[src/include/motion_settings.svh]
// build-time constants for the motion detector
// frame geometry, data widths, learning rates, pipeline depth
`ifndef MOTION_SETTINGS_SVH
`define MOTION_SETTINGS_SVH

// ======================================================================
// frame geometry
// ======================================================================
`define MD_FRAME_PIXELS 256     // pixels per frame, kept small for simulation
`define MD_ADDR_W       8       // enough bits to address one frame

// ======================================================================
// pixel path
// ======================================================================
`define MD_PIX_W        8       // grayscale pixel width

// learning rates as right shifts of the signed difference
`define MD_BG_SHIFT     3       // background pixels follow at 1/8
`define MD_FG_SHIFT     8       // foreground pixels creep in at 1/256

// stages in adaptive_background, the control drains this many plus one
`define MD_PIPE_DEPTH   3

`endif

[src/design/motion_pkg.sv]
// shared types for the motion detector
// pixel and address types, stream and result structs, control states
`default_nettype none

package motion_pkg;

`include "motion_settings.svh"

    typedef logic [`MD_PIX_W-1:0]  pixel_t;
    typedef logic [`MD_ADDR_W-1:0] addr_t;
    typedef logic [`MD_PIX_W:0]    thresh_t;    // one bit above a pixel, 9 bits
    typedef logic [`MD_ADDR_W:0]   count_t;     // holds a full frame

    // camera side, sof strobes one cycle ahead of the first pixel
    typedef struct packed {
        logic   sof;
        logic   valid;
        pixel_t pixel;
    } cam_beat_t;

    typedef struct packed {
        addr_t  addr;
        pixel_t pixel;      // live pixel, aligned with the model read
        logic   active;
    } fetch_beat_t;

    typedef struct packed {
        logic   valid;
        addr_t  addr;
        logic   flag;       // foreground decision
        pixel_t pixel;      // live value on foreground, else zero
    } fg_out_t;

    typedef struct packed {
        logic   en;
        addr_t  addr;
        pixel_t data;
    } bg_wr_t;

    typedef struct packed {
        count_t count;
        logic   alarm;
    } frame_stats_t;

    typedef enum logic [2:0] {IDLE, ARM, CAPTURE, TRACK, DRAIN} det_state_e;

endpackage

`default_nettype wire

[src/design/adaptive_background.sv]
// three-stage foreground decision and background update
// dual learning rate, clamped result, capture path for the first frame
`timescale 1ns/1ps
`default_nettype none

`include "motion_settings.svh"

module adaptive_background
    import motion_pkg::*;
(
    input  logic        clk,
    input  logic        rst,
    input  logic        enable,
    input  fetch_beat_t beat,
    input  pixel_t      bg_pixel,
    input  logic        load_frame,
    input  thresh_t     threshold,
    output bg_wr_t      bg_wr,
    output fg_out_t     fg_out
);

    // ======================================================================
    // stage registers
    // ======================================================================
    // p1 latches inputs, p2 holds the decision, p3 holds the new model value
    addr_t              addr_p1;
    pixel_t             live_p1;
    pixel_t             bg_p1;
    thresh_t            thresh_p1;
    logic               act_p1;
    logic               load_p1;

    addr_t              addr_p2;
    pixel_t             live_p2;
    pixel_t             bg_p2;
    logic signed [8:0]  diff_p2;
    logic               fg_p2;
    logic               act_p2;
    logic               load_p2;

    addr_t              addr_p3;
    pixel_t             live_p3;
    pixel_t             new_bg_p3;
    logic               fg_p3;
    logic               act_p3;
    logic               load_p3;

    // ======================================================================
    // combinational stage logic
    // ======================================================================
    logic signed [8:0]  diff_p1;    // live minus model, -255..255
    logic [8:0]         abs_p1;
    logic               fg_p1;
    logic signed [8:0]  delta_p2;   // learning step after the shift
    logic signed [9:0]  sum_p2;     // model plus step, may leave 0..255
    pixel_t             new_bg_p2;

    assign diff_p1 = {1'b0, live_p1} - {1'b0, bg_p1};
    assign abs_p1  = diff_p1[8] ? 9'(-diff_p1) : diff_p1;
    assign fg_p1   = abs_p1 > thresh_p1;                    // strictly above

    // arithmetic shift keeps the sign, so dark and bright drift both work
    assign delta_p2 = fg_p2 ? (diff_p2 >>> `MD_FG_SHIFT) : (diff_p2 >>> `MD_BG_SHIFT);
    assign sum_p2   = $signed({2'b00, bg_p2}) + delta_p2;

    always_comb begin
        if (sum_p2 < 0) begin
            new_bg_p2 = '0;                                 // clamp low
        end else if (sum_p2 > 10'sd255) begin
            new_bg_p2 = '1;                                 // clamp high
        end else begin
            new_bg_p2 = sum_p2[7:0];
        end
    end

    // valid and load bits, cleared on reset
    always_ff @(posedge clk) begin
        if (rst) begin
            act_p1  <= 1'b0;
            load_p1 <= 1'b0;
            act_p2  <= 1'b0;
            load_p2 <= 1'b0;
            act_p3  <= 1'b0;
            load_p3 <= 1'b0;
        end else if (enable) begin
            act_p1  <= beat.active;
            load_p1 <= load_frame;
            act_p2  <= act_p1;
            load_p2 <= load_p1;
            act_p3  <= act_p2;
            load_p3 <= load_p2;
        end
    end

    // data path, frozen while the pipe is disabled
    always_ff @(posedge clk) begin
        if (enable) begin
            addr_p1   <= beat.addr;
            live_p1   <= beat.pixel;
            bg_p1     <= bg_pixel;
            thresh_p1 <= threshold;

            addr_p2   <= addr_p1;
            live_p2   <= live_p1;
            bg_p2     <= bg_p1;
            diff_p2   <= diff_p1;
            fg_p2     <= fg_p1;

            addr_p3   <= addr_p2;
            live_p3   <= live_p2;
            new_bg_p3 <= new_bg_p2;
            fg_p3     <= fg_p2;
        end
    end

    // ======================================================================
    // outputs
    // ======================================================================
    assign bg_wr.en   = act_p3 | load_p3;
    assign bg_wr.addr = addr_p3;
    assign bg_wr.data = load_p3 ? live_p3 : new_bg_p3;     // capture takes the live value

    assign fg_out.valid = act_p3;
    assign fg_out.addr  = addr_p3;
    assign fg_out.flag  = fg_p3;
    assign fg_out.pixel = fg_p3 ? live_p3 : '0;

endmodule

`default_nettype wire

[src/design/bg_model_ram.sv]
// background model store
// one registered read port, one write port
`timescale 1ns/1ps
`default_nettype none

`include "motion_settings.svh"

module bg_model_ram
    import motion_pkg::*;
(
    input  logic   clk,
    input  addr_t  rd_addr,
    output pixel_t rd_data,
    input  bg_wr_t wr
);

    pixel_t mem [`MD_FRAME_PIXELS];   // one word per pixel position

    // read and write never hit the same word in one cycle
    always_ff @(posedge clk) begin
        if (wr.en) begin
            mem[wr.addr] <= wr.data;
        end
        rd_data <= mem[rd_addr];        // data valid one cycle after the address
    end

endmodule

`default_nettype wire

[src/design/detect_ctrl.sv]
// run-state FSM of the motion detector
// accept, capture and pipeline-enable levels, stop handling and drain
`timescale 1ns/1ps
`default_nettype none

`include "motion_settings.svh"

module detect_ctrl
    import motion_pkg::*;
(
    input  logic clk,
    input  logic rst,
    input  logic start,
    input  logic stop,
    input  logic sof,
    input  logic frame_done,
    output logic accept,
    output logic load_frame,
    output logic pipe_en,
    output logic busy
);

    localparam int DRAIN_W = $clog2(`MD_PIPE_DEPTH + 2);

    det_state_e         state, next_state;
    logic               stop_pend;          // stop seen, act on next frame end
    logic [DRAIN_W-1:0] drain_cnt;
    logic               cap_d1, cap_d2;     // capture level delayed to the fetch output

    always_comb begin
        next_state = state;
        case (state)
            IDLE:    if (start) next_state = ARM;
            ARM:     if (sof) next_state = CAPTURE;
            CAPTURE: if (frame_done) next_state = TRACK;        // model now loaded
            TRACK:   if (frame_done && stop_pend) next_state = DRAIN;
            DRAIN:   if (drain_cnt == DRAIN_W'(`MD_PIPE_DEPTH)) next_state = IDLE;
            default: next_state = IDLE;
        endcase
    end

    always_ff @(posedge clk) begin
        if (rst) begin
            state     <= IDLE;
            stop_pend <= 1'b0;
            drain_cnt <= '0;
            cap_d1    <= 1'b0;
            cap_d2    <= 1'b0;
        end else begin
            state     <= next_state;
            stop_pend <= (state == IDLE) ? 1'b0 : (stop_pend | stop);
            drain_cnt <= (state == DRAIN) ? drain_cnt + 1'b1 : '0;
            cap_d1    <= (state == CAPTURE);
            cap_d2    <= cap_d1;            // two fetch registers between pixel and pipe
        end
    end

    assign accept     = (state == CAPTURE) || (state == TRACK);
    assign load_frame = cap_d2;
    assign pipe_en    = (state != IDLE);    // drain flushes the last frame
    assign busy       = (state != IDLE);

endmodule

`default_nettype wire

[src/design/motion_detect_top.sv]
// motion detector top level
// control, fetch, model memory, update pipeline and frame statistics
`timescale 1ns/1ps
`default_nettype none

module motion_detect_top
    import motion_pkg::*;
(
    input  logic         clk,
    input  logic         rst,
    input  cam_beat_t    cam,
    input  logic         start,
    input  logic         stop,
    input  thresh_t      threshold,
    input  count_t       alarm_level,
    output fg_out_t      fg_out,
    output frame_stats_t stats,
    output logic         stats_valid,
    output logic         busy
);

    // ======================================================================
    // internal nets
    // ======================================================================
    logic        accept;
    logic        load_frame;
    logic        pipe_en;
    logic        frame_done;
    addr_t       rd_addr;
    pixel_t      rd_data;
    fetch_beat_t beat;
    bg_wr_t      bg_wr;

    detect_ctrl u_ctrl (
        .clk        (clk),
        .rst        (rst),
        .start      (start),
        .stop       (stop),
        .sof        (cam.sof),
        .frame_done (frame_done),
        .accept     (accept),
        .load_frame (load_frame),
        .pipe_en    (pipe_en),
        .busy       (busy)
    );

    pixel_fetch u_fetch (
        .clk        (clk),
        .rst        (rst),
        .cam        (cam),
        .accept     (accept),
        .rd_addr    (rd_addr),
        .beat       (beat),
        .frame_done (frame_done)
    );

    bg_model_ram u_ram (
        .clk     (clk),
        .rd_addr (rd_addr),
        .rd_data (rd_data),
        .wr      (bg_wr)        // written back from the last pipe stage
    );

    adaptive_background u_bg (
        .clk        (clk),
        .rst        (rst),
        .enable     (pipe_en),
        .beat       (beat),
        .bg_pixel   (rd_data),
        .load_frame (load_frame),
        .threshold  (threshold),
        .bg_wr      (bg_wr),
        .fg_out     (fg_out)
    );

    motion_stats u_stats (
        .clk         (clk),
        .rst         (rst),
        .fg_out      (fg_out),
        .alarm_level (alarm_level),
        .stats       (stats),
        .stats_valid (stats_valid)
    );

endmodule

`default_nettype wire

[src/design/motion_stats.sv]
// per-frame foreground count and motion alarm
`timescale 1ns/1ps
`default_nettype none

`include "motion_settings.svh"

module motion_stats
    import motion_pkg::*;
(
    input  logic         clk,
    input  logic         rst,
    input  fg_out_t      fg_out,
    input  count_t       alarm_level,
    output frame_stats_t stats,
    output logic         stats_valid
);

    localparam addr_t LAST_RES = addr_t'(`MD_FRAME_PIXELS - 1);

    addr_t  res_cnt;        // results seen in this frame
    count_t fg_cnt;         // foreground results before the current one
    count_t frame_cnt;      // including the current result
    logic   frame_end;

    assign frame_cnt = fg_cnt + count_t'(fg_out.flag);
    assign frame_end = fg_out.valid && (res_cnt == LAST_RES);

    always_ff @(posedge clk) begin
        if (rst) begin
            res_cnt     <= '0;
            fg_cnt      <= '0;
            stats_valid <= 1'b0;
        end else begin
            stats_valid <= frame_end;           // one-cycle pulse
            if (frame_end) begin
                res_cnt <= '0;
                fg_cnt  <= '0;
            end else if (fg_out.valid) begin
                res_cnt <= res_cnt + 1'b1;
                fg_cnt  <= frame_cnt;
            end
        end
    end

    // report held until the next frame closes
    always_ff @(posedge clk) begin
        if (frame_end) begin
            stats.count <= frame_cnt;
            stats.alarm <= frame_cnt > alarm_level;
        end
    end

endmodule

`default_nettype wire

[src/design/pixel_fetch.sv]
// pixel address counter and background read issue
// aligns the live pixel with the model read data
`timescale 1ns/1ps
`default_nettype none

`include "motion_settings.svh"

module pixel_fetch
    import motion_pkg::*;
(
    input  logic        clk,
    input  logic        rst,
    input  cam_beat_t   cam,
    input  logic        accept,
    output addr_t       rd_addr,
    output fetch_beat_t beat,
    output logic        frame_done
);

    localparam addr_t LAST_ADDR = addr_t'(`MD_FRAME_PIXELS - 1);

    addr_t  next_addr;      // address the next accepted pixel gets
    addr_t  addr_q;         // address of the sampled pixel, drives the read
    pixel_t pix_q;
    logic   act_q;
    addr_t  beat_addr;      // second register, lines up with rd_data
    pixel_t beat_pix;
    logic   beat_act;
    logic   take;

    assign take = cam.valid & accept;   // dropped pixels never count

    // control side
    always_ff @(posedge clk) begin
        if (rst) begin
            next_addr  <= '0;
            act_q      <= 1'b0;
            beat_act   <= 1'b0;
            frame_done <= 1'b0;
        end else begin
            act_q      <= take;
            beat_act   <= act_q;
            frame_done <= take && (next_addr == LAST_ADDR);
            if (cam.sof) begin
                next_addr <= '0;                                    // new frame
            end else if (take) begin
                next_addr <= (next_addr == LAST_ADDR) ? '0 : next_addr + 1'b1;
            end
        end
    end

    // payload only moves on accepted pixels
    always_ff @(posedge clk) begin
        if (take) begin
            addr_q <= next_addr;
            pix_q  <= cam.pixel;
        end
        beat_addr <= addr_q;
        beat_pix  <= pix_q;
    end

    assign rd_addr = addr_q;
    assign beat    = '{addr: beat_addr, pixel: beat_pix, active: beat_act};

endmodule

`default_nettype wire

[config.mk]
export PLATFORM = sky130hd
export DESIGN_NAME = motion_detect_top
export DESIGN_NICKNAME = d
export VERILOG_FILES = /design/src/design/motion_pkg.sv /design/src/design/adaptive_background.sv /design/src/design/bg_model_ram.sv /design/src/design/detect_ctrl.sv /design/src/design/motion_detect_top.sv /design/src/design/motion_stats.sv /design/src/design/pixel_fetch.sv
export VERILOG_INCLUDE_DIRS = /design/src /design/src/include
export SDC_FILE = /design/constraint.sdc
export NUM_CORES = 2
export LEC_CHECK = 0
export BUFFER_PORTS_ARGS = -buffer_cell sky130_fd_sc_hd__clkbuf_2
export CAP_MARGIN = 40
export CORE_ASPECT_RATIO = 1.1
export CORE_MARGIN = 4
export CORE_UTILIZATION = 55
export DETAILED_ROUTE_END_ITERATION = 7
export PLACE_DENSITY = 0.73
export SKIP_LAST_GASP = 1
export SLEW_MARGIN = 25
export SYNTH_ARGS = -nofsm -noshare
export SYNTH_HDL_FRONTEND = slang
export SYNTH_SLANG_ARGS = --single-unit
[constraint.sdc]
create_clock -name clk -period 3.8 [get_ports clk]
set_input_delay 0.76 -clock clk [delete_from_list [all_inputs] [get_ports clk]]
set_output_delay 0.76 -clock clk [all_outputs]
set_load 0.01 [all_outputs]
* Word-level counts from Yosys, hierarchy flattened
Memory sizes are Yosys's and may differ from the RTL's. A register that Yosys moved wholly into a read port is not among the register bits. Index checks and enable logic that the tools add are counted.
Word-level totals: flip-flop bits (word level) 178, latch bits 0, memory bits (writable) 2048, ROM bits 0, word-level logic and storage cells 90, memories kept 1
Operators by class: add/sub/neg operators 7, multiply operators 0, divide/modulo/power cells 0, order comparisons 4, equal/unequal tests 12, shifts and indexed selects 0, mux-type cells 14, bitwise gates (word level) 4, reductions and logical operators 11
Memories:
- u_ram.mem | words 256, bits a word 8, read ports 1, clocked after memory_dff 1, wr ports 1, line bg_model_ram.sv:17 | pixel_t mem [`MD_FRAME_PIXELS];
Operator list (count):
- 2-to-1 mux 8 bit | 4
- greater-than comparator 9 bit | 2
- adder 8 x 1 -> 8 bit (second input constant) | 2
- == test 8 bit (second input constant) | 2
- 2-to-1 mux 3 bit | 5
- case mux 3 bit (5 select lines) | 1
- adder 9 x 6 -> 10 bit | 1
- greater-than comparator 10 x 9 -> 1 bit (second input constant) | 1
- < comparator 10 x 1 -> 1 bit (second input constant) | 1
- adder 9 x 1 -> 9 bit | 1
- == test 3 x 2 -> 1 bit (second input constant) | 3
- 2-to-1 mux 9 bit | 1
- negation 9 bit | 1
- subtractor 8 x 8 -> 9 bit | 1
- OR reduction 2 bit | 4
- inequality test 2 x 1 -> 1 bit (second input constant) | 3
- 2-to-1 mux 5 bit | 1
- AND reduction 5 bit | 1
- inequality test 2 bit (second input constant) | 2
- adder 3 x 1 -> 3 bit (second input constant) | 1
- == test 3 x 1 -> 1 bit (second input constant) | 1
- == test 3 bit (second input constant) | 1
- logical AND 1 bit | 3
- logical NOT 3 bit | 1
- 6 further kinds | 8

* Logic depth before layout (Yosys ltp)
depth in word-level cells 4, gate-level depth with buffers 19, mapped depth without buffers 18

* By module
From an unflattened synthesis, not the netlist that was laid out.
Second synthesis, totals: cells, all modules 4321, area total of the unflattened synthesis 87047.2 µm²
Modules (own cells, without submodules):
- bg_model_ram | instances 1, cells an instance 3733, area an instance 79556.3 µm², seq. area each 61659.1 µm²
- adaptive_background | instances 1, cells an instance 323, area an instance 4401.7 µm², seq. area each 2792.7 µm²
- motion_stats | instances 1, cells an instance 141, area an instance 1418.9 µm², seq. area each 660.6 µm²
- pixel_fetch | instances 1, cells an instance 86, area an instance 1287.5 µm², seq. area each 1021.0 µm²
- detect_ctrl | instances 1, cells an instance 38, area an instance 382.9 µm², seq. area each 180.2 µm²

* Least setup slack after synthesis
Ideal clock, no wire load.
path type register to register, start point register u_bg.live_p1[0], end point register u_bg.fg_p2 (data pin), setup time 259 ps, arrival 3719 ps, slack -178 ps, cell stages (with the launch flop) 20, path buffers 1, cells stage by stage edfxtp_1 inv_1 ha_1 inv_1 fa_1 a21o_1 a311o_1 a21oi_1 o21bai_1 a21o_1 clkbuf_1 mux2_2 ha_1 nor2b_1 o21a_1 o21a_1 o21a_1 o211ai_1 a21oi_1 a211o_1
Between the ends: cells in the longest elaborated chain, start to end 4
RTL lines:
- from (decl) | line adaptive_background.sv:27 | pixel_t live_p1;
- from (signal assigned) | line adaptive_background.sv:99 | live_p1 <= beat.pixel;
- subtractor 8 x 8 -> 9 bit * | line adaptive_background.sv:58 | assign diff_p1 = {1'b0, live_p1} - {1'b0, bg_p1};
- negation 9 bit | line adaptive_background.sv:59 | assign abs_p1 = diff_p1[8] ? 9'(-diff_p1) : diff_p1;
- 2-to-1 mux 9 bit * | line adaptive_background.sv:59
- greater-than comparator 9 bit * | line adaptive_background.sv:60 | assign fg_p1 = abs_p1 > thresh_p1;
- net u_bg.fg_p1 | line adaptive_background.sv:53 | logic fg_p1;
- to (signal assigned) | line adaptive_background.sv:107 | fg_p2 <= fg_p1;
- to (decl) | line adaptive_background.sv:37 | logic fg_p2;
Mark *: on every way through the listed nets, which the timed path passes. The rest lies on a longest branch. A chain may end at the register's enable or synchronous reset.

* Worst setup path after layout
Same ends and word-level chain as after synthesis.

==> metrics.md <==
| Metric | Value |
|---|---|
| Status | `complete, but fails checks` |
| Violated checks | `DRC, setup timing` |
| Most frequent cells in the layout | `edfxtp_1, mux4_2, buf_4` |
| Root buffer cell | `clkbuf_16` |
| First-pass GRT wire length | `321000 um` |
| Fin crit share | `1.01` |
| Routed WL per cell | `between 30 and 40 um` |
| Area leader, netlist | `edfxtp_1` |
| Worst hold margin | `0.0685 ns` |
| Core Util, Final | `0.630` |
| Vias | `45646` |
| Final instance area | `98600 um2` |
| Comb pwr share | `0.068` |
| Fin nets | `4818` |
| Avg Cell Area, Syn | `approximately 20 um2` |
| Count of final max-slew check failures | `0` |
| Crit Path Max Fanout | `2` |
| Drt pass-1 iters | `8` |
| Register bit count reported by yosys | `2231` |
| FF+latch area | `66300 um2` |
| Final WS setup | `-0.0376 ns` |
| Adder-cell area share of the yosys netlist | `0.00651` |
| Switching Fraction | `0.225` |
| Setup violators final | `1` |
| Die H | `around 420 um` |
| Pint | `40700 uW` |
| Die W | `387 um` |
| Most common cell after layout, fill and taps aside | `edfxtp_1` |
| Hold Crit Class | `input port to flip-flop` |
| Final wirelength | `221000 um` |
| Final min period | `3.84 ns` |
| Row count | `152` |
| Crit start category | `flip-flop` |
| Largest net degree at the start of global routing | `130` |
| Die area | `164000 um2` |
| Vias/cell | `6.52` |
| XOR/XNOR Fraction of Synth Area | `0.00424` |
| Largest family of logic cells by synthesized area | `multiplexers` |
| Main area contributors after synthesis | `edfxtp_1, mux4_2, mux2i_1` |
| Residual DRC count | `2` |
| Area growth syn-to-layout | `13.6%` |
| 1st-iter DRT viols | `approximately 6600` |
| Placement Setup Slack | `-0.0811 ns` |
| Mux cell area share after synthesis | `0.137` |
| RePlAce Congestion | `0.908` |
| Multi-input gate area | `approximately 19000 um2` |
| Final hold violations | `0` |
| Number of routed nets with antenna violations | `0` |
| Flop pwr share | `0.542` |
| CTS sink cnt | `2231` |
| Initial antenna violation count | `5` |
| Sw power | `11800 uW` |
| Post-DP HPWL | `138000 um` |
| Total core area | `157000 um2` |
| Max Cap Viol | `0` |
| Vias in the first global route | `45280` |
| Cell Area, Synth | `86800 um2` |
| Gr ovfl total | `0` |
| Htree depth | `4` |
| PwrDens | `533 nW/um2` |
| PortBufs | `61` |
| Top Ports | `62` |
| RSZ-0062 raised after global routing | `yes` |
| Post-DP Area | `91600 um2` |
| Total track usage | `0.269` |
| Kind of critical path | `flip-flop to flip-flop` |
| Layout cells sized above 1 | `0.251` |
| Leak | `0.0328 uW` |
| Worst vdd rail ir drop | `0.579 mV` |
| YS warnings | `0` |
| Signal arrival time at the worst endpoint | `4.44 ns` |
| Worst Tran Pin Value | `roughly 1 ns` |
| FFs w/ async S/R, synth | `0` |
| FILL cells | `10333` |
| Simple-gate portion of the synthesized area | `0.0331` |
| EDFF count, synth | `around 2200` |
| Synthesized Nets | `approximately 4400` |
| Clock Power Share | `0.389` |
| Post-synth top area share | `0.748` |
| Clk_lat worst skew | `~0.86 ns` |
| Sequential element share of the synthesized area | `0.764` |
| Post-Syn Instances | `around 4300` |
| Yosys cell types | `69` |
| Skew final | `between 0.03 and 0.04 ns` |
| CTS clk-pin slew, worst paths | `around 0.07 ns` |
| Synth Area in Compound Gates | `0.0349` |
| Slew HR | `0.346` |
| Max clock buf depth | `3` |
| Critical Path RT | `4.41 ns` |
| Max Freq | `about 260 MHz` |
| Top_reg_cell synth | `edfxtp_1` |
| TritonCTS buffer count | `207` |
| Starting Density | `0.555` |
| Setup crit end kind | `flip-flop` |
| TritonCTS clock tree | `yes` |
-- final timing paths --
check	start	to	slack [ns]	depth (start not counted)
worst max-delay path	u_bg.live_p1[0]	u_bg.fg_p2	-0.04	18
worst min-delay path	threshold[7]	u_bg.thresh_p1[7]	0.07	1
worst max register to register	u_bg.live_p1[0]	u_bg.fg_p2	-0.04	18
worst min register to register	u_fetch.pix_q[6]	u_fetch.beat_pix[6]	0.33	0
-- worst max-delay path, stage by stage, from the launching register on --
cell	delay, ns
edfxtp_1	0.41
inv_2	0.08
ha_4	0.13
inv_2	0.03
fa_2	0.32
a21o_1	0.21
a311o_1	0.33
a21oi_2	0.14
o21bai_1	0.08
a21o_1	0.22
mux2_4	0.32
ha_4	0.21
nor2b_1	0.12
o21a_1	0.17
o21a_1	0.16
o21a_1	0.16
o211ai_1	0.17
a21oi_1	0.09
a211o_1	0.22
-- kinds of logic (layout without fill, tap and decap cells) --
family / after synthesis / count (layout)
adder cells (fa/ha/maj): 44 / 44
AND/OR/NAND/NOR: 643 / 643
multiplexers: 631 / 631
AO/OA/AOI/OAI: 427 / 427
XOR/XNOR: 42 / 42
buffers and inverters: 295 / 905
flip-flops: 2231 / 2231
other: 0 / 3
-- cells in the mapped netlist, drive strengths merged (35+ instances only) --
cell and count:
clkbuf 83, edfxtp 2163, nand2 88, inv 55, mux2i 173, mux4 445, a21oi 53, a22oi 107
buf 157, nor2b 35, nand3 40, ha 42, nor2 340, dfxtp 68, o22ai 60, nor3 42
-- layer usage --
metal | share of wire | global-route usage | vias up
li1 | - | - | 18577
met1 | 0.36 | 0.359 | 23643
met2 | 0.48 | 0.428 | 2868
met3 | 0.11 | 0.0659 | 554
met4 | 0.050 | 0.118 | 4
met5 | 0.00012 | 0 | -
-- sequential cells by signal, summed over array words and instances, names as in the netlist, 8 cells and up --
| name | cells |
|---|---|
| u_ram.mem | 2048 |
| u_stats.stats | 10 |
| u_bg.thresh_p1 | 9 |
| u_stats.fg_cnt | 9 |
| u_bg.addr_p1 | 8 |
| u_bg.addr_p2 | 8 |
| u_bg.addr_p3 | 8 |
| u_bg.bg_p1 | 8 |
| u_bg.bg_p2 | 8 |
| u_bg.live_p1 | 8 |
| u_bg.live_p2 | 8 |
| u_bg.live_p3 | 8 |
| u_bg.new_bg_p3 | 8 |
| u_fetch.beat_addr | 8 |
| u_fetch.beat_pix | 8 |
| u_fetch.next_addr | 8 |
| u_fetch.pix_q | 8 |
| u_fetch.rd_addr | 8 |
| u_ram.rd_data | 8 |
| u_stats.res_cnt | 8 |
-- power groups by stage --
stage | clock (uW) | sequential [uW] | combinational, uW
4_1_cts | 20700 | 28500 | 3530
2_1_floorplan | 0 | 29100 | 1890
6_report | 20500 | 28500 | 3580
3_5_place_dp | 0 | 29000 | 3510
5_1_grt | 21800 | 28500 | 3840
3_3_place_gp | 0 | 29000 | 3340
-- per-stage QoR --
stage	power, uW	cells	setup TNS, ns
final	52600	7005	-0.0376
after global routing	54100	7002	-0.172
after CTS	52700	6976	-0.0650
after detailed placement	32500	6585	-0.0811
after global placement	32400	6579	-0.137
after floorplan	31000	4313	-0.00686
-- repair_timing --
action | CTS | global route
hold buffers | 0 | 0
cloned | 0 | 0
gates resized for setup | 4 | 4
endpoints found under the setup margin | 1 | 1
buffers inserted | 1 | 0
pin swaps | 4 | 11
-- layout make-up --
type,count,area share
Sequential cell,2231,0.672
Multi-Input combinational cell,1787,0.193
Clock buffer,270,0.0563
Timing Repair Buffer,460,0.0386
Tap cell,2079,0.0264
Clock inverter,120,0.0117
Inverter,55,0.00212
Antenna cell,3,0.0000761
No activity file was read; power rests on OpenSTA's default activity.
